==> config.mk <==
export PLATFORM = sky130hd
export DESIGN_NAME = tx_top
export DESIGN_NICKNAME = d
export VERILOG_FILES = /design/src/source/tx_pkg.sv /design/src/source/tx_ctrl_if.sv /design/src/source/tx_clk_div.sv /design/src/source/hr_16t4_mux.sv /design/src/source/qr_4t1_mux.sv /design/src/source/tx_skew_driver.sv /design/src/source/tx_top.sv
export VERILOG_INCLUDE_DIRS = /design/src /design/src/source
export SDC_FILE = /design/constraint.sdc
export NUM_CORES = 1
export LEC_CHECK = 0
export BUFFER_PORTS_ARGS = -buffer_cell sky130_fd_sc_hd__buf_2
export CORE_MARGIN = 1.5
export CORE_UTILIZATION = 50
export CTS_BUF_LIST = sky130_fd_sc_hd__clkbuf_4 sky130_fd_sc_hd__clkbuf_8
export DETAILED_ROUTE_END_ITERATION = 6
export GPL_ROUTABILITY_DRIVEN = 0
export PLACE_DENSITY = 0.72
export SLEW_MARGIN = 5
export SYNTH_ARGS = -nofsm -noshare
export SYNTH_HDL_FRONTEND = slang
export SYNTH_HIERARCHICAL = 1
export SYNTH_SLANG_ARGS = --single-unit
==> constraint.sdc <==
create_clock -name mdll_clk -period 2.2 [get_ports mdll_clk]
set_input_delay 0.44 -clock mdll_clk [delete_from_list [all_inputs] [get_ports mdll_clk]]
set_output_delay 0.44 -clock mdll_clk [all_outputs]
set_load 0.005 [all_outputs]
==> src/source/tx_params.svh <==
`ifndef TX_PARAMS_SVH
`define TX_PARAMS_SVH

// Parallel word width, one word per 16 bit slots
`define TX_WORD_W 16

// Quarter-rate nibble width
`define TX_NIBBLE_W 4

// Largest skew code, also sets the delay line depth
`define TX_DELAY_MAX 7

// Fixed serial latency at delay code 0:
// hr register, qr load, driver register
`define TX_LAT_BASE 3

`endif

==> src/source/tx_pkg.sv <==
`include "tx_params.svh"

package tx_pkg;

    // Parallel word as it comes from the source
    typedef logic [`TX_WORD_W-1:0] word_t;

    // One quarter of the word, MSB goes out first
    typedef logic [`TX_NIBBLE_W-1:0] nibble_t;

    // Bit slot within a word, 0 to 15
    typedef logic [$clog2(`TX_WORD_W)-1:0] slot_t;

    // Skew code in bit slots, 0 to 7
    typedef logic [$clog2(`TX_DELAY_MAX+1)-1:0] delay_t;

endpackage

==> src/source/tx_ctrl_if.sv <==
`timescale 1ns/1ps

`default_nettype none

interface tx_ctrl_if;
    import tx_pkg::*;

    delay_t delay_code;   // Skew code, taken on delay_valid
    logic   delay_valid;  // Single-cycle update strobe
    logic   drv_en;       // Driver enable, level
    logic   pol_inv;      // Swap p and n legs, level

    // Driving side, fed from the top-level pins
    modport src (
        output delay_code,
        output delay_valid,
        output drv_en,
        output pol_inv
    );

    // Skew and driver stage
    modport sink (
        input delay_code,
        input delay_valid,
        input drv_en,
        input pol_inv
    );

endinterface

`default_nettype wire

==> src/source/tx_clk_div.sv <==
`timescale 1ns/1ps

`default_nettype none

`include "tx_params.svh"

module tx_clk_div (
    input wire logic mdll_clk,   // Bit-rate clock
    input wire logic rst,        // Sync reset, active high
    output tx_pkg::slot_t slot,  // Bit slot within the current word
    output logic word_req        // One-cycle request for the next word
);
    import tx_pkg::*;

    // Slot just before the last one of a word
    localparam slot_t SLOT_PRE = slot_t'(`TX_WORD_W - 2);

    // Free-running slot counter, wraps every word
    always_ff @(posedge mdll_clk) begin
        if (rst) begin
            slot <= '0;
        end else begin
            slot <= slot + 1'b1;
        end
    end

    // Request registered one slot early so it lines up with slot 15
    always_ff @(posedge mdll_clk) begin
        if (rst) begin
            word_req <= 1'b0;
        end else begin
            word_req <= (slot == SLOT_PRE);  // High exactly while slot is 15
        end
    end

    // Request is a strobe, never held over two slots
    a_req_single: assert property (@(posedge mdll_clk) disable iff (rst)
        word_req |=> !word_req)
        else $error("word_req high for two consecutive cycles");

endmodule

`default_nettype wire

==> src/source/hr_16t4_mux.sv <==
`timescale 1ns/1ps

`default_nettype none

`include "tx_params.svh"

module hr_16t4_mux (
    input wire logic mdll_clk,       // Bit-rate clock
    input wire logic rst,            // Sync reset, active high
    input wire tx_pkg::word_t din,   // Parallel word, valid while word_req is high
    input wire tx_pkg::slot_t slot,  // Bit slot from the divider
    output tx_pkg::nibble_t nibble   // Nibble for the quarter-rate stage
);
    import tx_pkg::*;

    localparam int N_NIB = `TX_WORD_W / `TX_NIBBLE_W;  // Nibbles per word
    localparam int B_W = $clog2(`TX_NIBBLE_W);          // Slot bits within a quarter
    localparam int Q_W = $clog2(N_NIB);                 // Slot bits picking the quarter

    word_t          word_q;          // Word held for the whole word time
    nibble_t        reord [N_NIB];   // Word split into nibbles, send order
    logic [Q_W-1:0] q_sel;           // Current quarter
    logic           quarter_start;   // Slot 0, 4, 8 or 12
    logic           word_load;       // Slot 15, edge E0 follows

    assign word_load = (slot == '1);
    assign quarter_start = (slot[B_W-1:0] == '0);
    assign q_sel = slot[B_W +: Q_W];

    // Interleave
    // nibble q carries din[15-q], din[11-q], din[7-q], din[3-q], first bit in MSB
    always_comb begin
        for (int q = 0; q < N_NIB; q++) begin
            for (int i = 0; i < `TX_NIBBLE_W; i++) begin
                reord[q][`TX_NIBBLE_W-1-i] = word_q[`TX_WORD_W-1-q-N_NIB*i];
            end
        end
    end

    // Word capture at E0, nibble q out at E0+1+4q
    always_ff @(posedge mdll_clk) begin
        if (rst) begin
            word_q <= '0;
            nibble <= '0;
        end else begin
            if (word_load) begin
                word_q <= din;  // Sampled once per word
            end
            if (quarter_start) begin
                nibble <= reord[q_sel];  // Next nibble each quarter
            end
        end
    end

    // One word sample per word time
    a_load_apart: assert property (@(posedge mdll_clk) disable iff (rst)
        word_load |=> !word_load[*(`TX_WORD_W-1)])
        else $error("Word sampled twice within one word time");

endmodule

`default_nettype wire

==> src/source/qr_4t1_mux.sv <==
`timescale 1ns/1ps

`default_nettype none

`include "tx_params.svh"

module qr_4t1_mux (
    input wire logic mdll_clk,          // Bit-rate clock
    input wire logic rst,               // Sync reset, active high
    input wire tx_pkg::nibble_t nibble, // Nibble from the half-rate stage
    input wire tx_pkg::slot_t slot,     // Bit slot from the divider
    output logic ser_bit                // Serial bit, one per slot
);
    import tx_pkg::*;

    localparam int B_W = $clog2(`TX_NIBBLE_W);  // Slot bits within a quarter

    nibble_t shreg;  // Load-and-shift register
    logic    load;

    // One slot after the quarter boundary, nibble is settled by then
    assign load = (slot[B_W-1:0] == B_W'(1));

    always_ff @(posedge mdll_clk) begin
        if (rst) begin
            shreg <= '0;
        end else if (load) begin
            shreg <= nibble;
        end else begin
            shreg <= {shreg[`TX_NIBBLE_W-2:0], 1'b0};  // Next bit to the top
        end
    end

    assign ser_bit = shreg[`TX_NIBBLE_W-1];  // First bit first

    // Load once per quarter, the shift fills the rest
    a_load_period: assert property (@(posedge mdll_clk) disable iff (rst)
        load |=> !load[*(`TX_NIBBLE_W-1)])
        else $error("Quarter-rate load closer than one nibble apart");

endmodule

`default_nettype wire

==> src/source/tx_skew_driver.sv <==
`timescale 1ns/1ps

`default_nettype none

`include "tx_params.svh"

module tx_skew_driver (
    input wire logic mdll_clk,  // Bit-rate clock
    input wire logic rst,       // Sync reset, active high
    input wire logic ser_bit,   // Serial bit from the quarter-rate stage
    tx_ctrl_if.sink ctrl,       // Skew code and driver controls
    output logic dout_p,        // Data output, positive leg
    output logic dout_n         // Data output, negative leg
);
    import tx_pkg::*;

    delay_t                   code_q;    // Active skew code
    logic [`TX_DELAY_MAX-1:0] dly_line;  // Registered stages behind the input
    logic [`TX_DELAY_MAX:0]   taps;      // 8 taps, tap 0 undelayed
    logic                     bit_sel;   // Bit at the chosen tap
    logic                     bit_pol;   // After polarity swap

    // Code register, stands in for the interpolator setting
    always_ff @(posedge mdll_clk) begin
        if (rst) begin
            code_q <= '0;
        end else if (ctrl.delay_valid) begin
            code_q <= ctrl.delay_code;
        end
    end

    // Delay line, one bit slot per stage
    always_ff @(posedge mdll_clk) begin
        dly_line <= {dly_line[`TX_DELAY_MAX-2:0], ser_bit};
    end

    assign taps = {dly_line, ser_bit};
    assign bit_sel = taps[code_q];        // d slots of skew
    assign bit_pol = bit_sel ^ ctrl.pol_inv;

    // Output driver
    // negative leg derived here instead of a second mux chain
    always_ff @(posedge mdll_clk) begin
        if (rst) begin
            dout_p <= 1'b0;
            dout_n <= 1'b0;
        end else if (!ctrl.drv_en) begin
            dout_p <= 1'b0;  // Both legs parked low
            dout_n <= 1'b0;
        end else begin
            dout_p <= bit_pol;
            dout_n <= ~bit_pol;
        end
    end

    // Enabled driver always shows a differential pair
    a_diff_pair: assert property (@(posedge mdll_clk) disable iff (rst)
        ctrl.drv_en |=> (dout_p != dout_n))
        else $error("dout_p equals dout_n while driver enabled");

endmodule

`default_nettype wire

==> src/source/tx_top.sv <==
`timescale 1ns/1ps

`default_nettype none

module tx_top (
    input wire logic mdll_clk,               // Bit-rate clock from the MDLL
    input wire logic rst,                    // Sync reset, active high
    input wire tx_pkg::word_t din,           // Parallel word, presented on word_req
    output logic word_req,                   // Next-word strobe to the source
    input wire tx_pkg::delay_t delay_code,   // Skew code in bit slots
    input wire logic delay_valid,            // Strobe to take delay_code
    input wire logic drv_en,                 // Output driver enable
    input wire logic pol_inv,                // Swap output legs
    output logic dout_p,                     // Data output +
    output logic dout_n                      // Data output -
);
    import tx_pkg::*;

    slot_t   slot;     // Bit slot, shared by both mux stages
    nibble_t nibble;   // Half-rate to quarter-rate
    logic    ser_bit;  // Quarter-rate to skew stage

    // Control bundle, source side fed from the pins
    tx_ctrl_if ctrl ();

    assign ctrl.delay_code = delay_code;
    assign ctrl.delay_valid = delay_valid;
    assign ctrl.drv_en = drv_en;
    assign ctrl.pol_inv = pol_inv;

    // Slot counter and word request
    tx_clk_div clk_div_0 (
        .mdll_clk(mdll_clk),
        .rst(rst),
        .slot(slot),
        .word_req(word_req)
    );

    // 16 to 4, reorders into send order
    hr_16t4_mux hr_mux_16t4_0 (
        .mdll_clk(mdll_clk),
        .rst(rst),
        .din(din),
        .slot(slot),
        .nibble(nibble)
    );

    // 4 to 1 shift-out
    qr_4t1_mux qr_mux_4t1_0 (
        .mdll_clk(mdll_clk),
        .rst(rst),
        .nibble(nibble),
        .slot(slot),
        .ser_bit(ser_bit)
    );

    // Bit skew and differential driver
    tx_skew_driver skew_drv_0 (
        .mdll_clk(mdll_clk),
        .rst(rst),
        .ser_bit(ser_bit),
        .ctrl(ctrl.sink),
        .dout_p(dout_p),
        .dout_n(dout_n)
    );

endmodule

`default_nettype wire

### Word level (Yosys, flattened, before mapping)

Cells that the tools add are included.

* register bits after elaboration: 41
* input bits: 24
* output and inout port bits: 3
* logic and storage cells: 30

* $add $sub $neg: 1
* magnitude comparators: 2
* equal/unequal tests: 3
* mux-type cells: 6
* bitwise logic cells: 5
* reductions and logical operators: 3

Operators by type and width (number)
* $mux 4: 3
* $bmux 4 s2: 1
* $eq 4x4->1 const B: 2
* $add 4x1->4 const B: 1
* $lt 3x4->1 const B: 1
* $reduce_or 2->1: 2
* $bmux 1 s3: 1
* $ge 3x3->1 const B: 1
* $not 1->1: 3
* $not 2->3: 1
* $eq 2x1->1 const B: 1
* $logic_not 2->1: 1
* $mux 1: 1
* $xor 1x1->1: 1

### Longest topological paths before layout

Gate-level depths: netlist of the first run.

* word-level depth: 4
* gate-level depth with buffers: 6
* mapped depth without buffers: 3

### Cells and area by module

Netlist of the first run, hierarchy kept.

By module, submodules not included
* hr_16t4_mux: times used 1, cells each 90, area an instance 818.3 um2, sequential area each 400.4 um2
* tx_skew_driver: times used 1, cells each 28, area an instance 391.6 um2, sequential area each 240.2 um2
* tx_clk_div: times used 1, cells each 17, area an instance 188.9 um2, sequential area each 100.1 um2
* qr_4t1_mux: times used 1, cells each 15, area an instance 170.2 um2, sequential area each 80.1 um2

### Least setup slack after synthesis of the first run

OpenSTA, ideal clock, no wires.

* path kind: register -> register
* start point: reg clk_div_0.slot[3]
* end point: reg hr_mux_16t4_0.nibble[3]
* setup time: 0.128 ns
* arrival time: 1.155 ns
* required time: 2.072 ns
* setup slack: 0.918 ns
* stages on the path, launching flop included: 4
* path buffers: 0
* period minus slack after synthesis: 1.282 ns
* path through: dfxtp_1 -> mux4_1 -> mux2i_1 -> nor2_1

* longest elaborated chain between the ends: 4

RTL lines
* from (decl): line tx_clk_div.sv:10 `output tx_pkg::slot_t slot,`
* from (signal assigned): line tx_clk_div.sv:23 `slot <= slot + 1'b1;`
* $not 2->3 (implied by the code): line hr_16t4_mux.sv:50 `nibble <= reord[q_sel];`
* $bmux 4 s2: line hr_16t4_mux.sv:50
* $mux 4 (implied by the code) (2 in a row): line hr_16t4_mux.sv:50
* to (signal assigned): line hr_16t4_mux.sv:50
* to (decl): line hr_16t4_mux.sv:12 `output tx_pkg::nibble_t nibble`

No other way between the ends. The select of a mux whose other input is x is not followed.
A chain may end at the register's enable or synchronous reset.

### Worst setup path after layout of the first run

* start point: reg clk_div_0.slot[2]
* end point: reg hr_mux_16t4_0.word_q[15]

* longest elaborated chain between the ends: 1

RTL lines
* $eq 4x4->1: line hr_16t4_mux.sv:26 `assign word_load = (slot == '1);`
* to (signal assigned): line hr_16t4_mux.sv:47 `word_q <= din;`
* to (decl): line hr_16t4_mux.sv:20 `word_t word_q;`

No other way between the ends.

==> results of run 1 <==
## placed cells by master (no fill, tap or decap)
cell	n
a21oi_1	16
and3b_1	1
and4_1	1
and4b_1	1
buf_2	26
clkbuf_4	5
clkinvlp_4	1
dfxtp_1	41
ha_1	2
inv_1	1
inv_6	2
mux2_4	1
mux2i_1	13
mux4_1	1
mux4_2	4
nand2_1	32
nand2b_1	3
nand3_1	1
nand3b_1	1
nand4_1	1
nand4bb_1	3
nor2_1	11
nor2b_1	1
nor2b_4	1
o21ai_1	3
or2_2	1
or3b_2	1
xnor2_1	1
## sequential cells by signal, indices dropped and copies added, names as in the netlist
signal / cells
hr_mux_16t4_0/word_q: 16
skew_drv_0/dly_line: 7
clk_div_0/slot: 4
hr_mux_16t4_0/nibble: 4
qr_mux_4t1_0/shreg: 4
skew_drv_0/code_q: 3
clk_div_0/word_req: 1
skew_drv_0/dout_n: 1
skew_drv_0/dout_p: 1
## layer usage
metal / vias to the layer above / GRT usage [%] / wire (um)
li1: 563 / - / -
met1: 505 / 19.8 / 1160
met2: 23 / 30.2 / 1280
met3: 4 / 4.59 / 103
met4: 0 / 9.74 / 32
met5: - / 0 / 0
## cell usage after synthesis (3+ instances only)
cell type / count / area (um^2)
nand2_1: 32 / 120
buf_6: 3 / 33.8
mux4_2: 4 / 90.1
nand2b_1: 3 / 18.8
nand4bb_1: 3 / 33.8
mux2i_1: 13 / 130
nor2_1: 11 / 41.3
o21ai_1: 3 / 15.0
a21oi_1: 16 / 80.1
dfxtp_1: 41 / 821
## worst max-delay path, stage by stage, from the launching register on
cell and delay (ps):
dfxtp_1 560, nand4_1 580, nand2_1 240, a21oi_1 90
## cell type report
cell class | instances | area (um^2) | area share, %
Clock inverter | 3 | 25.0 | 1.42
Sequential cell | 41 | 821 | 46.7
Clock buffer | 5 | 37.5 | 2.14
Multi-Input combinational cell | 100 | 686 | 39.0
Tap cell | 44 | 55.1 | 3.13
Inverter | 1 | 3.75 | 0.214
Timing Repair Buffer | 26 | 130 | 7.40
## final timing paths
| check | from | to | cells after the start |
|---|---|---|---|
| setup / recovery | clk_div_0/slot[2]$_SDFF_PP0_ | hr_mux_16t4_0/word_q[15]$_SDFFE_PP0N_ | 3 |
| hold / removal | din[11] | hr_mux_16t4_0/word_q[11]$_SDFFE_PP0N_ | 3 |
| setup reg to reg | clk_div_0/slot[2]$_SDFF_PP0_ | hr_mux_16t4_0/word_q[15]$_SDFFE_PP0N_ | 3 |
| hold reg to reg | skew_drv_0/dly_line[3]$_DFF_P_ | skew_drv_0/dly_line[4]$_DFF_P_ | 0 |
## power by group through the flow
stage	clock, mW	combinational, mW	sequential, mW
after floorplan	0	0.0482	0.779
after global placement	0	0.0666	0.785
after detailed placement	0	0.0688	0.786
after CTS	0.408	0.0692	0.769
after global routing	0.438	0.0767	0.773
final	0.394	0.0688	0.769
## cell families (layout without fill, tap and decap cells)
group / count (synthesis) / count (layout)
DFF: 41 / 41
muxes: 19 / 19
adders and majority gates: 2 / 2
xor gates and xnor gates: 1 / 1
and+or+nand+nor: 59 / 59
AOI/OAI and AO/OA: 19 / 19
buffers and inverters: 9 / 35
## per-stage QoR
step	util [%]	hold slack [ps]	worst slack, ps	instance area (um^2)
6_report	58.1	307	595	1760
2_1_floorplan	-	330	918	1570
4_1_cts	58.1	291	573	1760
3_5_place_dp	56.0	340	590	1700
5_1_grt	58.1	302	364	1760
3_3_place_gp	56.0	338	707	1700
==> metrics.csv, run 1 <==
stage,metric,value,unit
status,status,finished clean,
place,Cells after DPL,212,
power_and_ir_drop,"Power, Total",1.23,mW
logic_synthesis,largest family of logic cells by synthesized area,simple AND/OR/NAND/NOR gates,
cells_and_area,diodes inserted,0,
cells_and_area,Fill cells,280,
detailed_routing,Avg WL per Cell,11.7,um
timing,# setup viols final,0,
logic_synthesis,Post-Synth XOR/XNOR Area,0.558,%
cells_and_area,fraction of layout cells with a size suffix above 1,23.9,%
logic_synthesis,Synth Area in Adders,1.59,%
timing,Max Fclk,623,MHz
timing,"Hold Violations, Final",0,
logic_synthesis,Mapped Area,1570,um^2
logic_synthesis,Synth Area in Compound Gates,6.06,%
clock_tree,buffer depth of the longest clock path,2,
logic_synthesis,ys flop type,dfxtp_1,
power_and_ir_drop,maximum vdd ir drop,0.000389,V
logic_synthesis,Synth Area in Simple Gates,18.8,%
detailed_routing,WL final,2580,um
power_and_ir_drop,P_int,0.924,mW
detailed_routing,vias per cell,4.98,
timing,worst slew pin tran,621,ps
flow_run,Max-cap violations,0,
detailed_routing,Pre-Repair DR Iteration Count,5,
floorplanning,io pins,27,
global_route,antenna violations before repair,0,
global_route,largest net degree at the start of global routing,39,
logic_synthesis,Yosys Warn Count,6,
critical_path,CP Data Arrival Time,1830,ps
critical_path,Worst setup SP type,flip-flop,
min_path,Worst Hold Class,in -> reg,
power_and_ir_drop,Lkg Pwr,0.697,nW
cells_and_area,Nets,201,
clock_tree,worst skew pair latency,350,ps
logic_synthesis,Synth Area per Inst,10.5,um^2
timing,total negative slack,0,ps
clock_tree,cts hold-fix bufs,0,
cells_and_area,Layout area overhead,12.0,%
critical_path,Worst Path Required,2420,ps
global_route,GRT overflow,0,
logic_synthesis,"flops & latches, synth",41,
logic_synthesis,Synth async-reset ratio,0,%
power_and_ir_drop,Combinational Power Share,5.6,%
power_and_ir_drop,Switch Pwr,0.308,mW
power_and_ir_drop,Switching Share,25.0,%
clock_tree,Post-CTS Setup Inserts,0,
clock_tree,Inserted Clock Buffers,5,
detailed_routing,DRT iter0 DRCs,26,
clock_tree,Clock Tree Root,clkbuf_4,
floorplanning,die width,59.0,um
detailed_routing,via count,1095,
logic_synthesis,Mapped Nets,176,
timing,min Tclk post-route,1610,ps
floorplanning,cell row count,20,
critical_path,Critical Path Fanout Max,16,
floorplanning,Core Footprint,3030,um^2
logic_synthesis,post-synth cell types,28,
logic_synthesis,post-synthesis mux area share,16.7,%
global_route,first-pass GRT wire length,4500,um
clock_tree,post-CTS sizing,0,
timing,Tcrit/Tclk final,73.0,%
critical_path,R2R Setup Slk,590,ps
critical_path,crit end category,flip-flop,
logic_synthesis,"EDFF count, synth",0,
power_and_ir_drop,Flop pwr share,62.4,%
floorplanning,Die Span Y,59.0,um
timing,Worst Clk Skew,6.81,ps
power_and_ir_drop,share of total power in the clock network,32.0,%
logic_synthesis,cells after synthesis,150,
power_and_ir_drop,P per Cell Area,701,nW/um^2
timing,Slew HR,58.5,%
clock_tree,clock-pin slew on the worst setup and hold paths,130,ps
detailed_routing,DRT antenna net count,0,
clock_tree,CTS H-tree depth,2,
floorplanning,die area,3480,um^2
logic_synthesis,register area share after synthesis,52.3,%
cells_and_area,non-filler instance count after layout,220,
place,Port-buffer cells,26,
timing,RSZ-0062 raised after global routing,no,
timing,Final Max Tran Viols,0,
detailed_routing,drt drc,0,
global_route,Tot GR Track Use,17.6,%
clock_tree,TritonCTS sink count,41,
place,Post-DP HPWL,1810,um
clock_tree,CTS tree,done,
global_route,number of global-route vias before repair,1059,
floorplanning,initial core utilization,51.8,%
critical_path,CP Class,reg -> reg,
No activity file was read; power rests on OpenSTA's default activity.
==> inputs of run 2 (changes only) <==
Settings changed: ABC_AREA set to 1.
Clock period 2.2 ns to 1.6 ns, I/O delays scaled along.
==> run 2 against run 1 <==
Compared with the run above:
- synthesized cell count rose by 47%
- global-route usage rose by 0.99 points
- first-iteration DRC count rose by 92%
- sequential share of layout area fell by 2.6 points
- clock skew fell by 0.92 ps
- final area rose by 5.8%
- cell count rose by 35%
- largest cell class unchanged
- combinational power rose to 2.7 times the previous value
- largest power group unchanged
==> metrics.csv, run 2 <==
stage,metric,value,unit,change
cells_and_area,most frequent cells in the layout,"nor2_1 (47), nand2_1 (45), dfxtp_1 (41), buf_2 (26), nand3_1 (18)",,"was dfxtp_1 (41), nand2_1 (32), buf_2 (26), a21oi_1 (16), mux2i_1 (13)"
logic_synthesis,"flops & latches, synth",41,,unchanged
detailed_routing,via count,1371,,was 1095
critical_path,CP Data Arrival Time,1490,ps,was 1830 ps
logic_synthesis,post-synthesis mux area share,0,%,was 16.7%
cells_and_area,post-layout util,60.4,%,was 58.1%
logic_synthesis,post-synth cell types,20,,was 28
power_and_ir_drop,Combinational Power Share,10.3,%,was 5.6%
timing,Final Max Tran Viols,0,,unchanged
place,Cells after DPL,290,,was 212
cells_and_area,Reg with most FFs,hr_mux_16t4_0/word_q,,unchanged
floorplanning,io pins,27,,unchanged
power_and_ir_drop,Flop pwr share,60.2,%,was 62.4%
cells_and_area,register area,821,um^2,unchanged
critical_path,crit end category,flip-flop,,unchanged
detailed_routing,drt drc,0,,unchanged
floorplanning,Die Span Y,60.1,um,was 59.0 um
logic_synthesis,Synth Area in Adders,1.53,%,was 1.59%
clock_tree,CTS tree,done,,unchanged
clock_tree,TritonCTS sink count,41,,unchanged
logic_synthesis,Synth Area in Simple Gates,28.7,%,was 18.8%
timing,worst slew pin tran,503,ps,was 621 ps
clock_tree,post-CTS sizing,0,,unchanged
clock_tree,buffer depth of the longest clock path,2,,unchanged
floorplanning,die area,3620,um^2,was 3480 um^2
logic_synthesis,Commonest cells post-synth,"nor2_1 (47), nand2_1 (45), dfxtp_1 (41), nand3_1 (18), inv_1 (15)",,"was dfxtp_1 (41), nand2_1 (32), a21oi_1 (16), mux2i_1 (13), nor2_1 (11)"
global_route,number of global-route vias before repair,1172,,was 1059
cells_and_area,Fill cells,305,,was 280
timing,total negative slack,0,ps,unchanged
logic_synthesis,register area share after synthesis,50.3,%,was 52.3%
critical_path,CP Class,reg -> reg,,unchanged
power_and_ir_drop,Lkg Pwr,0.825,nW,was 0.697 nW
critical_path,CP peak stage delay,350,ps,was 580 ps
logic_synthesis,Post-Synth XOR/XNOR Area,0.536,%,was 0.558%
detailed_routing,DRT antenna net count,0,,unchanged
global_route,GRT overflow,0,,unchanged
power_and_ir_drop,Switching Share,24.5,%,was 25.0%
critical_path,Worst setup SP type,flip-flop,,unchanged
critical_path,Worst Path Required,1890,ps,was 2420 ps
timing,# setup viols final,0,,unchanged
logic_synthesis,"EDFF count, synth",0,,unchanged
clock_tree,clock-pin slew on the worst setup and hold paths,110,ps,was 130 ps
status,status,finished clean,,unchanged
logic_synthesis,post-synth top area share,50.3,%,was 52.3%
global_route,antenna violations before repair,0,,unchanged
clock_tree,Post-CTS Setup Inserts,0,,unchanged
power_and_ir_drop,"Power, Total",1.82,mW,was 1.23 mW
power_and_ir_drop,share of total power in the clock network,29.5,%,was 32.0%
logic_synthesis,Synth async-reset ratio,0,%,unchanged
clock_tree,Inserted Clock Buffers,5,,unchanged
cells_and_area,fraction of layout cells with a size suffix above 1,19.8,%,was 23.9%
cells_and_area,max FFs per register,16,,unchanged
place,Port-buffer cells,26,,unchanged
timing,Slew HR,66.4,%,was 58.5%
logic_synthesis,Synth area leader,dfxtp_1,,unchanged
cells_and_area,diodes inserted,0,,unchanged
place,Post-DP HPWL,1960,um,was 1810 um
timing,Tcrit/Tclk final,74.9,%,was 73.0%
flow_run,Max-cap violations,0,,unchanged
detailed_routing,Avg WL per Cell,9.30,um,was 11.7 um
logic_synthesis,Synth Area per Inst,7.39,um^2,was 10.5 um^2
power_and_ir_drop,maximum vdd ir drop,0.000661,V,was 0.000389 V
logic_synthesis,most common cell in the netlist,nor2_1,,was dfxtp_1
logic_synthesis,largest family of logic cells by synthesized area,simple AND/OR/NAND/NOR gates,,unchanged
min_path,Worst Hold Class,in -> reg,,unchanged
timing,min Tclk post-route,1200,ps,was 1610 ps
cells_and_area,non-filler instance count after layout,297,,was 220
floorplanning,initial core utilization,53.0,%,was 51.8%
timing,"Hold Violations, Final",0,,unchanged
timing,RSZ-0062 raised after global routing,no,,unchanged
logic_synthesis,Mapped Nets,247,,was 176
global_route,first-pass GRT wire length,4890,um,was 4500 um
timing,Max Fclk,834,MHz,was 623 MHz
cells_and_area,"most common cell after layout, fill and taps aside",nor2_1,,was dfxtp_1
cells_and_area,Layout area overhead,13.9,%,was 12.0%
logic_synthesis,"top cells by area, synth","dfxtp_1 (50%), nor2_1 (11%), nand2_1 (10%)",,"was dfxtp_1 (52%), mux2i_1 (8.3%), nand2_1 (7.7%)"
clock_tree,worst skew pair latency,350,ps,about the same
power_and_ir_drop,P per Cell Area,977,nW/um^2,was 701 nW/um^2
cells_and_area,area of the multi-input gates,658,um^2,was 686 um^2
power_and_ir_drop,Switch Pwr,0.446,mW,was 0.308 mW
detailed_routing,WL final,2760,um,was 2580 um
logic_synthesis,Yosys Warn Count,6,,unchanged
logic_synthesis,Synth Area in Compound Gates,9.50,%,was 6.06%
critical_path,Critical Path Fanout Max,10,,was 16
power_and_ir_drop,P_int,1.37,mW,was 0.924 mW
clock_tree,cts hold-fix bufs,0,,unchanged
cells_and_area,Final Cell Area,1860,um^2,was 1760 um^2
detailed_routing,vias per cell,4.62,,was 4.98
clock_tree,CTS H-tree depth,2,,unchanged
critical_path,slowest CP cell,dfxtp_1,,was nand4_1
logic_synthesis,ys flop type,dfxtp_1,,unchanged
place,Post-DP Area,1800,um^2,was 1700 um^2
floorplanning,Core Footprint,3080,um^2,was 3030 um^2
detailed_routing,Pre-Repair DR Iteration Count,4,,was 5
floorplanning,die width,60.1,um,was 59.0 um
critical_path,critical-path cell list,buf_4 -> nor2_1 -> o21ai_0 -> a21oi_1,,was nand4_1 -> nand2_1 -> a21oi_1
floorplanning,cell row count,20,,unchanged
cells_and_area,biggest regs,"hr_mux_16t4_0/word_q: 16 flops, skew_drv_0/dly_line: 7 flops",,unchanged
cells_and_area,Nets,279,,was 201
timing,Worst Clk Skew,5.89,ps,was 6.81 ps
logic_synthesis,cells after synthesis,221,,was 150
logic_synthesis,Mapped Area,1630,um^2,was 1570 um^2
global_route,largest net degree at the start of global routing,21,,was 39
clock_tree,Clock Tree Root,clkbuf_4,,unchanged
detailed_routing,DRT iter0 DRCs,50,,was 26
global_route,Tot GR Track Use,18.6,%,was 17.6%
-- run 2: cell types whose count changed after synthesis, moves of 3 or more --
cell and change:
nor2_1 +36, nand3_1 +17, inv_1 +14, mux2i_1 -13
nand2_1 +13, o21ai_0 +13, a21oi_1 -9, inv_2 +9
o21ai_1 +8, mux4_2 -4, clkinv_1 +3, nand2b_1 -3
nand4bb_1 -3
-- run 2: cell families (layout without fill, tap and decap cells) --
family | count (synthesis) | count (layout)
simple gates | 113 | 113
buf+inv | 33 | 65
xor+xnor | 1 | 1
fa+ha+maj | 2 | 2
compound gates | 31 | 31
flops | 41 | 41
-- run 2: power groups by stage --
stage / combinational [mW] / clock [mW] / sequential, mW
2_1_floorplan: 0.119 / 0 / 1.12
3_5_place_dp: 0.188 / 0 / 1.12
4_1_cts: 0.189 / 0.563 / 1.09
5_1_grt: 0.220 / 0.606 / 1.10
6_report: 0.187 / 0.536 / 1.09
3_3_place_gp: 0.186 / 0 / 1.12
-- run 2: through the flow --
stage,setup WS (ps),hold slack [ps]
floorplan,443,338
global placement,423,342
detailed placement,374,346
CTS,411,187
global route,276,192
finish,401,203
-- run 2: area by class of cell --
class                   instances  share of cell area (%)
clock buffers                   7                    3.16
inverters                      28                    5.78
multi-input cells             147                    35.4
flip-flops and latches         41                    44.1
well taps                      44                    2.96
repair buffers                 30                    8.61
-- run 2: final timing paths --
check                           cells after the start  slack, ps                      startpoint                              endpoint
worst max-delay path                                4        400    clk_div_0/slot[0]$_SDFF_PP0_  hr_mux_16t4_0/nibble[2]$_SDFFE_PP0N_
worst min-delay path                                3        200                          din[7]  hr_mux_16t4_0/word_q[7]$_SDFFE_PP0N_
worst max register to register                      4        400    clk_div_0/slot[0]$_SDFF_PP0_  hr_mux_16t4_0/nibble[2]$_SDFFE_PP0N_
worst min register to register                      0        370  skew_drv_0/dly_line[1]$_DFF_P_        skew_drv_0/dly_line[2]$_DFF_P_
-- run 2: layer usage --
metal | vias to the layer above | share of wire, % | global-route usage, %
li1 | 749 | - | -
met1 | 596 | 51 | 23.5
met2 | 20 | 43 | 28.1
met3 | 6 | 4.7 | 6.71
met4 | 0 | 2.1 | 8.57
met5 | - | 0 | 0
-- run 2: critical path: cells and delay by family (launching register included) --
kind / cells / cell delay, ps
AOI/OAI and AO/OA: 2 / 270
buffers and inverters: 1 / 170
DFF: 1 / 350
and+or+nand+nor: 1 / 340
==> inputs of run 3 (changes only) <==
Settings changed: PLACE_DENSITY 0.72 to 0.75.
Clock period 1.6 ns to 1 ns, I/O delays scaled along.
==> run 3 against run 2 <==
Compared with the run above:
- the flow now finishes with violations (setup timing)
- combinational power is 130% higher
- register-to-register slack worse by 470 ps
- non-clock buffer count is 13 higher
- total power is 67% higher
- core utilization is 12 points higher
==> metrics.csv, run 3 (same netlist as run 2, synthesis figures left out) <==
stage,metric,value,unit,change
critical_path,R2R Setup Slk,-70,ps,was 400 ps
cells_and_area,Nets,293,,was 279
timing,Worst Clk Skew,4.38,ps,was 5.89 ps
detailed_routing,DRT iter0 DRCs,52,,was 50
timing,Slew HR,86.8,%,was 66.4%
global_route,largest net degree at the start of global routing,18,,was 21
timing,total negative slack,-338,ps,was 0 ps
global_route,GRT overflow,0,,unchanged
floorplanning,Core Footprint,3080,um^2,unchanged
cells_and_area,fraction of layout cells with a size suffix above 1,41.4,%,was 19.8%
min_path,Worst Hold Class,in -> reg,,unchanged
clock_tree,buffer depth of the longest clock path,2,,unchanged
cells_and_area,most frequent cells in the layout,"nor2_1 (41), nand2_1 (37), dfxtp_1 (33), buf_2 (25), o21ai_2 (15)",,"was nor2_1 (47), nand2_1 (45), dfxtp_1 (41), buf_2 (26), nand3_1 (18)"
floorplanning,io pins,27,,unchanged
clock_tree,cts hold-fix bufs,0,,unchanged
timing,Final WS setup,-68.6,ps,was 401 ps
critical_path,CP peak stage delay,390,ps,was 350 ps
cells_and_area,Layout area overhead,36.1,%,was 13.9%
clock_tree,CTS tree,done,,unchanged
place,Port-buffer cells,26,,unchanged
status,failing checks,setup timing,,
detailed_routing,Pre-Repair DR Iteration Count,4,,unchanged
status,status,finished with violations,,was finished clean
min_path,Hold Startpoint,din[1],,was din[7]
detailed_routing,vias per cell,4.79,,was 4.62
timing,hold_ws,84.5,ps,was 203 ps
detailed_routing,Avg WL per Cell,11.0,um,was 9.30 um
detailed_routing,drt drc,0,,unchanged
floorplanning,Die Span Y,60.1,um,unchanged
critical_path,r2r endpoint,hr_mux_16t4_0/nibble[2]$_SDFFE_PP0N_,,unchanged
timing,Final Max Tran Viols,0,,unchanged
power_and_ir_drop,Lkg Pwr,0.964,nW,was 0.825 nW
cells_and_area,diodes inserted,0,,unchanged
place,Post-DP HPWL,2060,um,was 1960 um
clock_tree,TritonCTS sink count,41,,unchanged
critical_path,slowest CP cell,dfxtp_4,,was dfxtp_1
clock_tree,CTS H-tree depth,2,,unchanged
timing,"Hold Violations, Final",0,,unchanged
global_route,Tot GR Track Use,18.5,%,was 18.6%
timing,min Tclk post-route,1070,ps,was 1200 ps
critical_path,worst path bufs/invs,2,,was 1
critical_path,critical path's top delay family,flip-flops,,unchanged
timing,Max Fclk,936,MHz,was 834 MHz
timing,Tcrit/Tclk final,107,%,was 74.9%
floorplanning,die width,60.1,um,unchanged
cells_and_area,"most common cell after layout, fill and taps aside",nor2_1,,unchanged
floorplanning,cell row count,20,,unchanged
critical_path,reg2reg start,clk_div_0/slot[2]$_SDFF_PP0_,,was clk_div_0/slot[0]$_SDFF_PP0_
global_route,first-pass GRT wire length,4930,um,was 4890 um
critical_path,crit end category,flip-flop,,unchanged
global_route,antenna violations before repair,0,,unchanged
power_and_ir_drop,P per Cell Area,1370,nW/um^2,was 977 nW/um^2
clock_tree,clock-pin slew on the worst setup and hold paths,110,ps,about the same
floorplanning,die area,3620,um^2,unchanged
detailed_routing,via count,1494,,was 1371
clock_tree,worst skew pair latency,340,ps,was 350 ps
critical_path,critical-path cell list,buf_6 -> clkinvlp_4 -> nand2_1 -> nand3_1 -> nand2_1 -> a21oi_1,,was buf_4 -> nor2_1 -> o21ai_0 -> a21oi_1
detailed_routing,WL final,3440,um,was 2760 um
critical_path,Worst setup SP type,flip-flop,,unchanged
flow_run,Max-cap violations,0,,unchanged
detailed_routing,DRT antenna net count,0,,unchanged
critical_path,FF-to-FF path depth,6,,was 4
critical_path,Worst Path Required,1230,ps,was 1890 ps
timing,RSZ-0062 raised after global routing,yes,,was no
clock_tree,Inserted Clock Buffers,5,,unchanged
clock_tree,Clock Tree Root,clkbuf_4,,unchanged
critical_path,Critical Path Fanout Max,8,,was 10
min_path,WHS Path Cells,3,,unchanged
cells_and_area,Reg with most FFs,hr_mux_16t4_0/word_q,,unchanged
cells_and_area,max FFs per register,16,,unchanged
power_and_ir_drop,maximum vdd ir drop,0.000806,V,was 0.000661 V
cells_and_area,biggest regs,"hr_mux_16t4_0/word_q: 16 flops, skew_drv_0/dly_line: 7 flops",,unchanged
timing,worst slew pin tran,197,ps,was 503 ps
floorplanning,initial core utilization,53.0,%,unchanged
critical_path,CP Class,reg -> reg,,unchanged
min_path,hold worst-path end,hr_mux_16t4_0/word_q[1]$_SDFFE_PP0N_,,was hr_mux_16t4_0/word_q[7]$_SDFFE_PP0N_
critical_path,Most common cell on crit path,nand2_1,,
critical_path,CP Data Arrival Time,1300,ps,was 1490 ps
global_route,number of global-route vias before repair,1231,,was 1172
cells_and_area,post-layout util,72.2,%,was 60.4%
timing,# setup viols final,15,,was 0
## run 3: changes by cell type in the layout (fill, tap and decap cells not counted), moves of 4 or more
| cell | change |
|---|---|
| nor2_1 | -6 |
| nor2_2 | +4 |
| nand3_2 | +5 |
| dfxtp_1 | -8 |
| nand2_1 | -8 |
| nand3_1 | -5 |
| nand2_2 | +8 |
| o21ai_2 | +15 |
| dfxtp_4 | +4 |
| o21ai_0 | -8 |
| buf_6 | +5 |
| buf_4 | +6 |
| dfxtp_2 | +4 |
| o21ai_1 | -7 |
## run 3: worst register-to-register path, stage by stage (launching register included)
cell and delay [ps]:
dfxtp_4 390, buf_6 110, clkinvlp_4 150, nand2_1 90
nand3_1 70, nand2_1 90, a21oi_1 60
## run 3: how the worst max path moves through the flow
stage	slack, ps	to	cells past startpoint	from
finish	-70	hr_mux_16t4_0/nibble[2]$_SDFFE_PP0N_	6	clk_div_0/slot[2]$_SDFF_PP0_
global route	-130	hr_mux_16t4_0/nibble[2]$_SDFFE_PP0N_	6	clk_div_0/slot[2]$_SDFF_PP0_
CTS	-50	hr_mux_16t4_0/nibble[1]$_SDFFE_PP0N_	6	clk_div_0/slot[2]$_SDFF_PP0_
detailed placement	-110	hr_mux_16t4_0/nibble[2]$_SDFFE_PP0N_	4	clk_div_0/slot[1]$_SDFF_PP0_
global placement	-70	hr_mux_16t4_0/word_q[8]$_SDFFE_PP0N_	4	clk_div_0/slot[0]$_SDFF_PP0_
floorplan	-40	hr_mux_16t4_0/word_q[10]$_SDFFE_PP0N_	5	clk_div_0/slot[2]$_SDFF_PP0_
## run 3: layer usage
| layer | GRT usage [%] | share of wire, % | vias to the layer above |
|---|---|---|---|
| met5 | 0 | 0 | - |
| met4 | 8.57 | 1.2 | 0 |
| met3 | 4.55 | 4.5 | 5 |
| met2 | 30.6 | 50 | 27 |
| met1 | 22.3 | 44 | 675 |
| li1 | - | - | 787 |
## run 3: final cells by class
| class | instances | area, um^2 |
|---|---|---|
| fillers | 255 | 856 |
| flip-flops and latches | 41 | 841 |
| multi-input cells | 147 | 797 |
| repair buffers | 43 | 327 |
| inverters | 28 | 126 |
| clock buffers | 8 | 60.1 |
| well taps | 44 | 55.1 |
| repair inverters | 1 | 16.3 |
## run 3: repair_timing
item                                   CTS  global route
cloned                                   0             3
setup endpoints to repair               24            19
endpoints found under the hold margin    0             0
buffers inserted                         2             1
pin swaps                                7            19
gates resized for setup                 14            55
## run 3: metrics by stage
stage	power [mW]	std cells	setup WS (ps)	cell area [um^2]
4_1_cts	2.97	308	-50.0	1990
6_report	3.04	312	-68.6	2220
3_3_place_gp	2.12	298	-69.0	1870
2_1_floorplan	1.99	221	-39.5	1640
5_1_grt	3.18	312	-131	2220
3_5_place_dp	2.12	298	-110	1870
## run 3: report_power, final
part	internal, mW	switching, mW
clock network	0.362	0.493
logic	0.197	0.227
registers	1.71	0.0553
total	2.27	0.775
